<file path="src/include/bp_config.svh">
// Branch unit configuration: table size, return stack depth and predictor mode.
`ifndef BP_CONFIG_SVH
`define BP_CONFIG_SVH

// Number of target table entries, a power of two.
`define BRANCH_TABLE_ENTRIES 64

// Number of return address stack entries, a power of two.
`define RAS_DEPTH 8

// 1 flushes only on a misprediction.
// 0 flushes on every taken branch and never predicts.
`define USE_BRANCH_PREDICTOR 1

`endif
</file>
<file path="src/rtl/riscv_isa_pkg.sv">
// RV32I instruction-set types used by the branch unit.
`default_nettype none

package riscv_isa_pkg;

    // Byte address.
    typedef logic [31:0] addr_t;

    // Register number.
    typedef logic [4:0] reg_idx_t;

    // Major opcodes that matter for control flow.
    typedef enum logic [6:0] {
        OPC_BRANCH = 7'b1100011,
        OPC_JAL    = 7'b1101111,
        OPC_JALR   = 7'b1100111,
        OPC_OTHER  = 7'b0000000
    } opcode_t;

    // funct3 of conditional branches.
    typedef enum logic [2:0] {
        BEQ  = 3'b000,
        BNE  = 3'b001,
        BLT  = 3'b100,
        BGE  = 3'b101,
        BLTU = 3'b110,
        BGEU = 3'b111
    } branch_cond_t;

    // Standard link registers.
    localparam reg_idx_t LINK_REG_RA = 5'd1;
    localparam reg_idx_t LINK_REG_T0 = 5'd5;

endpackage

`default_nettype wire

</file>
<file path="src/rtl/branch_pred_pkg.sv">
// Branch predictor types: operation class, decoded branch, table entry and counters.
`default_nettype none
`include "bp_config.svh"

package branch_pred_pkg;
    import riscv_isa_pkg::*;

    // Table geometry derived from the entry count.
    localparam int BT_INDEX_W = $clog2(`BRANCH_TABLE_ENTRIES);
    localparam int BT_TAG_W   = 30 - BT_INDEX_W;

    typedef enum logic [1:0] {
        BR_NONE,
        BR_COND,
        BR_JAL,
        BR_JALR
    } branch_op_t;

    typedef struct packed {
        branch_op_t   op;
        branch_cond_t cond;
        logic [31:0]  imm;
        logic         is_call;
        logic         is_return;
    } decoded_branch_t;

    typedef struct packed {
        logic                valid;
        logic [BT_TAG_W-1:0] tag;
        logic                prediction;
        logic                use_ras;
    } bt_entry_t;

    typedef logic [31:0] miss_count_t;

endpackage

`default_nettype wire

</file>
<file path="src/rtl/branch_interfaces.sv">
// Interfaces between decode, execute, target table and return stack.
`default_nettype none

// Decoded execute-stage instruction.
interface branch_decode_if import riscv_isa_pkg::*, branch_pred_pkg::*; ();
    logic            valid;
    decoded_branch_t info;
    addr_t           pc;

    modport decoder (output valid, info, pc);
    modport exec (input valid, info, pc);
endinterface

// Registered branch resolution, one cycle after execute.
interface branch_resolve_if import riscv_isa_pkg::*; ();
    logic  branch_ex;
    addr_t ex_pc;
    addr_t jump_pc;
    addr_t njump_pc;
    logic  taken;
    logic  is_call;
    logic  is_return;
    addr_t dec_pc;

    modport exec (
        output branch_ex, ex_pc, jump_pc, njump_pc, taken, is_call, is_return, dec_pc
    );
    modport bt (
        input branch_ex, ex_pc, jump_pc, njump_pc, taken, is_call, is_return, dec_pc
    );
    modport ras (input branch_ex, njump_pc, is_call, is_return);
endinterface

// Top of the return address stack.
interface ras_if import riscv_isa_pkg::*; ();
    addr_t top;
    logic  nonempty;

    modport stack (output top, nonempty);
    modport bt (input top, nonempty);
endinterface

`default_nettype wire

</file>
<file path="src/rtl/branch_unit_top.sv">
// Branch unit top: decode, execute, target table and return stack behind plain ports.
`default_nettype none

module branch_unit_top import riscv_isa_pkg::*, branch_pred_pkg::*; (
    input  logic        clk,
    input  logic        rst,
    input  logic        fetch_req,
    input  addr_t       fetch_pc,
    input  logic        ex_valid,
    input  addr_t       ex_pc,
    input  logic [31:0] ex_instr,
    input  logic [31:0] rs1_data,
    input  logic [31:0] rs2_data,
    input  addr_t       dec_pc,
    output addr_t       predicted_pc,
    output logic        prediction,
    output logic        use_prediction,
    output logic        use_ras,
    output addr_t       ras_addr,
    output logic        ras_valid,
    output logic        flush,
    output addr_t       redirect_pc,
    output miss_count_t br_miss_count,
    output miss_count_t ret_miss_count
);

    branch_decode_if  dec_bus ();
    branch_resolve_if res_bus ();
    ras_if            ras_bus ();

    branch_decode u_decode (
        .instr (ex_instr),
        .pc    (ex_pc),
        .valid (ex_valid),
        .dec   (dec_bus.decoder)
    );

    branch_execute u_execute (
        .clk      (clk),
        .rst      (rst),
        .rs1_data (rs1_data),
        .rs2_data (rs2_data),
        .dec_pc   (dec_pc),
        .dec      (dec_bus.exec),
        .res      (res_bus.exec)
    );

    branch_table u_table (
        .clk            (clk),
        .rst            (rst),
        .fetch_req      (fetch_req),
        .fetch_pc       (fetch_pc),
        .predicted_pc   (predicted_pc),
        .prediction     (prediction),
        .use_prediction (use_prediction),
        .use_ras        (use_ras),
        .flush          (flush),
        .res            (res_bus.bt),
        .br_miss_count  (br_miss_count),
        .ret_miss_count (ret_miss_count)
    );

    return_stack u_ras (
        .clk (clk),
        .rst (rst),
        .res (res_bus.ras),
        .ras (ras_bus.stack)
    );

    // Actual next pc of the resolved branch.
    assign redirect_pc = res_bus.taken ? res_bus.jump_pc : res_bus.njump_pc;

    assign ras_addr  = ras_bus.top;
    assign ras_valid = ras_bus.nonempty;

endmodule

`default_nettype wire

</file>
<file path="src/rtl/return_stack.sv">
// Return address stack: circular buffer pushed on calls and popped on returns.
`default_nettype none
`include "bp_config.svh"

module return_stack import riscv_isa_pkg::*; (
    input  logic             clk,
    input  logic             rst,
    branch_resolve_if.ras    res,
    ras_if.stack             ras
);

    localparam int              PTR_W       = $clog2(`RAS_DEPTH);
    localparam logic [PTR_W:0]  DEPTH_COUNT = `RAS_DEPTH;

    addr_t            stack_mem [`RAS_DEPTH];
    logic [PTR_W-1:0] top_ptr;
    logic [PTR_W:0]   count;
    logic             do_push;
    logic             pop_ok;
    logic [PTR_W-1:0] base_ptr;
    logic [PTR_W:0]   base_count;
    logic [PTR_W-1:0] push_ptr;

    assign do_push = res.branch_ex & res.is_call;
    // Pop on empty is ignored.
    assign pop_ok  = res.branch_ex & res.is_return & (count != '0);

    // Pop is applied first, then the push on top of it.
    assign base_ptr   = pop_ok ? top_ptr - 1'b1 : top_ptr;
    assign base_count = pop_ok ? count - 1'b1 : count;
    assign push_ptr   = base_ptr + 1'b1;

    always_ff @(posedge clk) begin
        if (rst) begin
            top_ptr <= '0;
            count   <= '0;
        end else if (do_push) begin
            top_ptr <= push_ptr;
            // Full stack overwrites its oldest entry.
            count   <= (base_count == DEPTH_COUNT) ? base_count : base_count + 1'b1;
        end else if (pop_ok) begin
            top_ptr <= base_ptr;
            count   <= base_count;
        end
    end

    always_ff @(posedge clk) begin
        if (do_push) begin
            stack_mem[push_ptr] <= res.njump_pc;
        end
    end

    assign ras.top      = stack_mem[top_ptr];
    assign ras.nonempty = (count != '0);

    count_in_range: assert property (@(posedge clk) disable iff (rst) count <= DEPTH_COUNT);

endmodule

`default_nettype wire

</file>
<file path="src/rtl/branch_table.sv">
// Branch target table: learns resolved targets, predicts on fetch and counts mispredicts.
`default_nettype none
`include "bp_config.svh"

module branch_table import riscv_isa_pkg::*, branch_pred_pkg::*; (
    input  logic            clk,
    input  logic            rst,
    input  logic            fetch_req,
    input  addr_t           fetch_pc,
    output addr_t           predicted_pc,
    output logic            prediction,
    output logic            use_prediction,
    output logic            use_ras,
    output logic            flush,
    branch_resolve_if.bt    res,
    output miss_count_t     br_miss_count,
    output miss_count_t     ret_miss_count
);

    bt_entry_t tag_ram    [`BRANCH_TABLE_ENTRIES];
    addr_t     target_ram [`BRANCH_TABLE_ENTRIES];

    logic [`BRANCH_TABLE_ENTRIES-1:0] valid_bits;

    logic [BT_INDEX_W-1:0] fetch_idx;
    logic [BT_INDEX_W-1:0] ex_idx;
    bt_entry_t             ex_entry;
    bt_entry_t             lookup_entry;
    logic                  lookup_valid;
    addr_t                 lookup_pc;
    addr_t                 actual_pc;
    logic                  tag_match;
    logic                  hit;
    logic                  mispredict;
    logic                  bt_on;

    assign fetch_idx = fetch_pc[BT_INDEX_W+1:2];
    assign ex_idx    = res.ex_pc[BT_INDEX_W+1:2];
    assign actual_pc = res.taken ? res.jump_pc : res.njump_pc;

    // Next time, predict the same direction and target.
    assign ex_entry.valid      = 1'b1;
    assign ex_entry.tag        = res.ex_pc[31:BT_INDEX_W+2];
    assign ex_entry.prediction = res.taken;
    assign ex_entry.use_ras    = res.is_return;

    always_ff @(posedge clk) begin
        if (res.branch_ex) begin
            tag_ram[ex_idx]    <= ex_entry;
            target_ram[ex_idx] <= actual_pc;
        end
    end

    always_ff @(posedge clk) begin
        if (rst) begin
            valid_bits <= '0;
        end else if (res.branch_ex) begin
            valid_bits[ex_idx] <= 1'b1;
        end
    end

    // Fetch lookup, a write in the same cycle is not seen.
    always_ff @(posedge clk) begin
        if (fetch_req) begin
            lookup_entry <= tag_ram[fetch_idx];
            predicted_pc <= target_ram[fetch_idx];
            lookup_pc    <= fetch_pc;
        end
    end

    always_ff @(posedge clk) begin
        if (rst) begin
            lookup_valid <= 1'b0;
        end else if (fetch_req) begin
            lookup_valid <= valid_bits[fetch_idx];
        end
    end

    // Table stays off until the first branch resolves.
    always_ff @(posedge clk) begin
        if (rst) begin
            bt_on <= 1'b0;
        end else if (res.branch_ex) begin
            bt_on <= 1'b1;
        end
    end

    assign tag_match = (lookup_entry.tag == lookup_pc[31:BT_INDEX_W+2]);
    assign hit       = bt_on & lookup_valid & lookup_entry.valid & tag_match;

    assign mispredict = res.branch_ex && (res.dec_pc != actual_pc);

    if (`USE_BRANCH_PREDICTOR != 0) begin : g_predict
        assign use_prediction = hit;
        assign flush          = mispredict;
    end else begin : g_no_predict
        assign use_prediction = 1'b0;
        assign flush          = res.branch_ex & res.taken;
    end

    assign prediction = hit & lookup_entry.prediction;
    assign use_ras    = hit & lookup_entry.use_ras;

    always_ff @(posedge clk) begin
        if (rst) begin
            br_miss_count  <= '0;
            ret_miss_count <= '0;
        end else if (mispredict) begin
            if (res.is_return) begin
                ret_miss_count <= ret_miss_count + 1'b1;
            end else begin
                br_miss_count <= br_miss_count + 1'b1;
            end
        end
    end

    // Return entries always predict taken.
    ras_hint_taken: assert property (
        @(posedge clk) disable iff (rst) use_ras |-> prediction
    );

endmodule

`default_nettype wire

</file>
<file path="src/rtl/branch_execute.sv">
// Branch execute: compares operands, forms both targets and registers the resolution.
`default_nettype none

module branch_execute import riscv_isa_pkg::*, branch_pred_pkg::*; (
    input  logic              clk,
    input  logic              rst,
    input  logic [31:0]       rs1_data,
    input  logic [31:0]       rs2_data,
    input  addr_t             dec_pc,
    branch_decode_if.exec     dec,
    branch_resolve_if.exec    res
);

    logic        cond_taken;
    logic        taken;
    logic        is_branch;
    logic [31:0] jalr_sum;
    addr_t       jump_pc;
    addr_t       njump_pc;

    always_comb begin
        case (dec.info.cond)
            BEQ:     cond_taken = (rs1_data == rs2_data);
            BNE:     cond_taken = (rs1_data != rs2_data);
            BLT:     cond_taken = ($signed(rs1_data) < $signed(rs2_data));
            BGE:     cond_taken = ($signed(rs1_data) >= $signed(rs2_data));
            BLTU:    cond_taken = (rs1_data < rs2_data);
            BGEU:    cond_taken = (rs1_data >= rs2_data);
            default: cond_taken = 1'b0;
        endcase
    end

    // Jumps are always taken.
    assign taken = (dec.info.op == BR_COND) ? cond_taken : 1'b1;

    assign is_branch = dec.valid && (dec.info.op != BR_NONE);

    // JALR target has bit 0 cleared.
    assign jalr_sum = rs1_data + dec.info.imm;
    assign jump_pc  = (dec.info.op == BR_JALR) ? {jalr_sum[31:1], 1'b0} : dec.pc + dec.info.imm;
    assign njump_pc = dec.pc + 32'd4;

    always_ff @(posedge clk) begin
        if (rst) begin
            res.branch_ex <= 1'b0;
        end else begin
            res.branch_ex <= is_branch;
        end
    end

    // Resolution record, held until the next executed instruction.
    always_ff @(posedge clk) begin
        if (dec.valid) begin
            res.ex_pc     <= dec.pc;
            res.jump_pc   <= jump_pc;
            res.njump_pc  <= njump_pc;
            res.taken     <= taken;
            res.is_call   <= dec.info.is_call;
            res.is_return <= dec.info.is_return;
            res.dec_pc    <= dec_pc;
        end
    end

    // Calls and returns always resolve taken.
    call_return_taken: assert property (
        @(posedge clk) disable iff (rst)
        res.branch_ex && (res.is_call || res.is_return) |-> res.taken
    );

endmodule

`default_nettype wire

</file>
<file path="src/rtl/branch_decode.sv">
// Branch decoder: classifies the execute-stage instruction and extracts its immediate.
`default_nettype none

module branch_decode import riscv_isa_pkg::*, branch_pred_pkg::*; (
    input  logic [31:0]        instr,
    input  addr_t              pc,
    input  logic               valid,
    branch_decode_if.decoder   dec
);

    opcode_t         opcode;
    reg_idx_t        rd;
    reg_idx_t        rs1;
    logic            rd_link;
    logic            rs1_link;
    logic            cond_ok;
    decoded_branch_t info;

    function automatic logic is_link(reg_idx_t r);
        return (r == LINK_REG_RA) || (r == LINK_REG_T0);
    endfunction

    assign rd       = instr[11:7];
    assign rs1      = instr[19:15];
    assign rd_link  = is_link(rd);
    assign rs1_link = is_link(rs1);

    // funct3 010 and 011 are not branch conditions.
    assign cond_ok = (instr[14:13] != 2'b01);

    always_comb begin
        case (instr[6:0])
            OPC_BRANCH: opcode = OPC_BRANCH;
            OPC_JAL:    opcode = OPC_JAL;
            OPC_JALR:   opcode = OPC_JALR;
            default:    opcode = OPC_OTHER;
        endcase
    end

    always_comb begin
        info      = '0;
        info.op   = BR_NONE;
        info.cond = branch_cond_t'(instr[14:12]);
        case (opcode)
            OPC_BRANCH: begin
                if (cond_ok) begin
                    info.op = BR_COND;
                end
                info.imm = {{20{instr[31]}}, instr[7], instr[30:25], instr[11:8], 1'b0};
            end
            OPC_JAL: begin
                info.op      = BR_JAL;
                info.imm     = {{12{instr[31]}}, instr[19:12], instr[20], instr[30:21], 1'b0};
                info.is_call = rd_link;
            end
            OPC_JALR: begin
                info.op        = BR_JALR;
                info.imm       = {{20{instr[31]}}, instr[31:20]};
                info.is_call   = rd_link;
                info.is_return = rs1_link & ~rd_link;
            end
            default: begin
                info.op = BR_NONE;
            end
        endcase
    end

    assign dec.valid = valid;
    assign dec.info  = info;
    assign dec.pc    = pc;

endmodule

`default_nettype wire

</file>
<file path="config.mk">
export PLATFORM = sky130hd
export DESIGN_NAME = branch_unit_top
export DESIGN_NICKNAME = d
export VERILOG_FILES = /design/src/rtl/riscv_isa_pkg.sv /design/src/rtl/branch_pred_pkg.sv /design/src/rtl/branch_interfaces.sv /design/src/rtl/branch_unit_top.sv /design/src/rtl/return_stack.sv /design/src/rtl/branch_table.sv /design/src/rtl/branch_execute.sv /design/src/rtl/branch_decode.sv
export VERILOG_INCLUDE_DIRS = /design/src /design/src/include
export SDC_FILE = /design/constraint.sdc
export NUM_CORES = 2
export LEC_CHECK = 0
export BUFFER_PORTS_ARGS = -buffer_cell sky130_fd_sc_hd__buf_2
export CORE_ASPECT_RATIO = 1.5
export CORE_MARGIN = 2
export CORE_UTILIZATION = 50
export CTS_BUF_LIST = sky130_fd_sc_hd__clkbuf_4 sky130_fd_sc_hd__clkbuf_8
export CTS_CLUSTER_SIZE = 24
export DETAILED_ROUTE_END_ITERATION = 10
export GPL_TIMING_DRIVEN = 0
export MAX_ROUTING_LAYER = met4
export PLACE_DENSITY = 0.66
export SYNTH_ARGS = -nofsm -noshare
export SYNTH_HDL_FRONTEND = slang
export SYNTH_SLANG_ARGS = --single-unit
export TNS_END_PERCENT = 5
</file>
<file path="constraint.sdc">
create_clock -name clk -period 12.55 [get_ports clk]
set_clock_uncertainty 0.05 [all_clocks]
set_input_delay 0.6275 -clock clk [delete_from_list [all_inputs] [get_ports clk]]
set_output_delay 0.6275 -clock clk [all_outputs]
set_load 0.05 [all_outputs]
</file>
==> metrics.csv <==
metric,value,unit
fillcell total,23871,
"count leader, synth",edfxtp_1,
final hold slack,0.0975,ns
fin area,195000,um2
die area,342000,um2
Worst EP required,13.32,ns
layout cells sized above 1,33.5,%
Async SR Flop Fraction,0,%
htree depth,6,
drt drc,0,
GR met1 Demand/Resource,34.7,%
drt pass-1 iters,6,
total grt overflow,0,
met2 Use GR,49.2,%
critical path launch point type,input pin,
Least-Margin Pin Slew,1.56,ns
Placer Congestion,0.925,
max-cap check violation count,2,
via count,86700,
Synth Register Bits,4320,
CTS-repair resized insts,0,
Post-synth top cells,"edfxtp_1, mux4_2, nor2_1, clkbuf_1, dfxtp_1",
Synth Flop Type,edfxtp_1,
Total Routed Length,496,mm
CP max FO,10,
CTS tree,built,
routed vias/inst,6.29,
final setup TNS,0,ns
Num Clock Sinks,4320,
worst path arrival time,6.80,ns
status,finished with violations,
most frequent CP cell,a21oi_1,
clock buffer depth,4,
CP Class,in -> reg,
1st-iter DRT viols,11391,
violated checks,"max-capacitance violations, max-slew violations",
post-DP HPWL,338,mm
Min-Delay Path Class,in -> reg,
wire per inst,36.0,um
vias in the first global route,88453,
Worst Reg-to-Reg Cells,15,
gate count of the mapped netlist,7439,
Routed Antenna Nets,0,
Final Hold Fails,0,
clk_lat worst skew,1.14,ns
static leakage,0.0627,uW
Util after Layout,58.2,%
CTS Buf Count,623,
Area Overhead vs Synth,16.0,%
Syn Area/Cell,22.7,um2
r2r endpoint,u_table.br_miss_count[29],
Die Ht,715,um
min Tclk post-route,6.04,ns
Tot GR Track Use,29.7,%
peak supply drop,0.0000888,V
Syn Nets,7728,
total of warnings raised by yosys,0,
pwr dens,149,nW/um2
Clock transition at path regs,0.07,ns
Hold Path Origin,rs1_data[1],
maximum clock rate,0.166,GHz
hold path endpoint,u_execute.res.jump_pc[1],
synthesized cell area,169000,um2
Slew headroom,-4.00,%
final setup fails,0,
Core Footprint,336000,um2
initial core utilization,50.2,%
M3 GR Usage,5.11,%
first-pass GRT wire length,680,mm
CP Cell Sequence,buf_2 -> nand4b_1 -> nor2_1 -> nand2_1 -> nor2_1 -> clkbuf_1 -> and2_1 -> ha_1 -> inv_1 -> fa_1 -> a21oi_1 -> a21oi_1 -> nor3_1 -> o311ai_1 -> a31oi_1 -> o2111ai_1 -> a21oi_1 -> a221o_1 -> a221oi_1 -> xnor2_1 -> mux2i_1,
cell accounting for the most synthesized area,edfxtp_1,
pin count of the biggest net entering global routing,100,
I/O pin cnt,361,
Nets,9075,
Most Crowded Layer GR,met2,
dominant cells by area after synthesis,"edfxtp_1, mux4_2, dfxtp_1",
Setup Buffers After CTS,0,
Worst Setup End Kind,flip-flop,
CP peak stage delay,0.70,ns
R2R Setup Slk,7.05,ns
Yosys cell types,87,
Post-synth EDFFs,4179,
critical-path cell with the highest stage delay,clkbuf_1,
final period utilization,48.1,%
dpl cell area,182000,um2
# rows,261,
WHS Path Cells,4,
worst r2r src,u_execute.res.taken,
chip width,478,um
initial antenna violation count,33,
RSZ-0062 raised after global routing,false,
area share of the largest cell type after synthesis,74.5,%
IO Port Bufs,350,
"Seq/Total Area, Yosys",76.1,%
CTS root buf,clkbuf_8,
hold_buf cts,97,
fin. max-slew vios,21,
how the worst max path moves through the flow:
| stage | startpoint | endpoint | cells after the start |
|---|---|---|---|
| floorplan | u_execute.res.taken | u_table.br_miss_count[27] | 15 |
| global placement | u_execute.res.branch_ex | u_table.target_ram[51][10] | 3 |
| detailed placement | ex_instr[4] | u_execute.res.jump_pc[28] | 21 |
| CTS | ex_instr[4] | u_execute.res.jump_pc[28] | 21 |
| global route | ex_instr[4] | u_execute.res.jump_pc[28] | 21 |
| finish | ex_instr[4] | u_execute.res.jump_pc[28] | 21 |
per-layer routing:
layer / wire (um) / vias up
li1: - / 34241
met4: 32600 / 0
met3: 40400 / 1201
met2: 253000 / 4932
met1: 170000 / 46326
met5: 0 / -
cell usage in the layout, fill, tap and decap left out, drive strengths merged, types with 30 or more instances in the layout:
master / n
a21o: 42
diode: 42
mux2: 78
and3: 33
ha: 91
dfxtp: 141
nand4: 30
xnor2: 81
edfxtp: 4179
inv: 85
a21oi: 74
nand3: 54
o21ai: 59
xor2: 139
dlygate4sd3: 97
buf: 721
clkinv: 236
nor2: 324
mux4: 1291
clkbuf: 1089
nand2: 131
worst max-delay path: cells and delay by family:
family | cells | cell delay, ns
adder cells (fa/ha/maj) | 2 | 0.64
XOR/XNOR | 1 | 0.25
AO/OA/AOI/OAI | 8 | 2.06
AND/OR/NAND/NOR | 6 | 2.16
buffers and inverters | 3 | 0.86
multiplexers | 1 | 0.17
power breakdown:
| group | internal, uW | leakage [uW] | switching [uW] |
|---|---|---|---|
| registers | 16100 | 0.0388 | 97.5 |
| clock network | 5730 | 0.00638 | 5360 |
| logic | 654 | 0.0174 | 1190 |
| total | 22400 | 0.0627 | 6650 |
stage by stage:
| step | setup WS (ns) | std cells | power (uW) |
|---|---|---|---|
| 2_1_floorplan | 7.25 | 7439 | 17400 |
| 3_3_place_gp | 3.07 | 12260 | 18100 |
| 5_1_grt | 6.22 | 13767 | 29900 |
| 3_5_place_dp | 5.50 | 12533 | 18300 |
| 6_report | 6.51 | 13780 | 29100 |
| 4_1_cts | 6.68 | 13736 | 29200 |
flip-flops by register name, indices dropped and copies added (netlist names), 3 cells and up, named ones only:
register                cells
u_execute.res.dec_pc       32
u_table.predicted_pc       32
u_table.tag_ram          1664
u_table.target_ram       2048
u_table.br_miss_count      32
u_table.ret_miss_count     32
u_ras.top_ptr               3
u_execute.res.ex_pc        30
u_ras.stack_mem           256
u_table.lookup_entry       26
u_ras.count                 4
u_table.lookup_pc          24
u_execute.res.njump_pc     32
u_table.valid_bits         64
u_execute.res.jump_pc      32
final cells by class:
class / count / area, um2 / share of cell area [%]
inverter: 71 / 267 / 0.136
buffer: 361 / 1470 / 0.750
multi-input combinational: 2687 / 39100 / 20.0
clock inverter: 282 / 1790 / 0.915
clock buffer: 824 / 10300 / 5.27
tap: 4471 / 5590 / 2.86
sequential: 4320 / 128000 / 65.7
antenna: 42 / 105 / 0.0538
timing repair buffer: 722 / 8460 / 4.33
cells by family (layout without fill, tap and decap cells):
kind of cell / after synthesis / after routing / share of synthesized area, %
buffers and inverters: 432 / 2260 / 0.999
other: 0 / 42 / 0
and+or+nand+nor: 691 / 691 / 1.89
DFF: 4320 / 4320 / 76.1
AOI/OAI and AO/OA: 280 / 280 / 1.13
xor gates and xnor gates: 220 / 220 / 1.14
adders and majority gates: 101 / 101 / 0.748
muxes: 1395 / 1395 / 17.9
No activity file was read; power rests on OpenSTA's default activity.
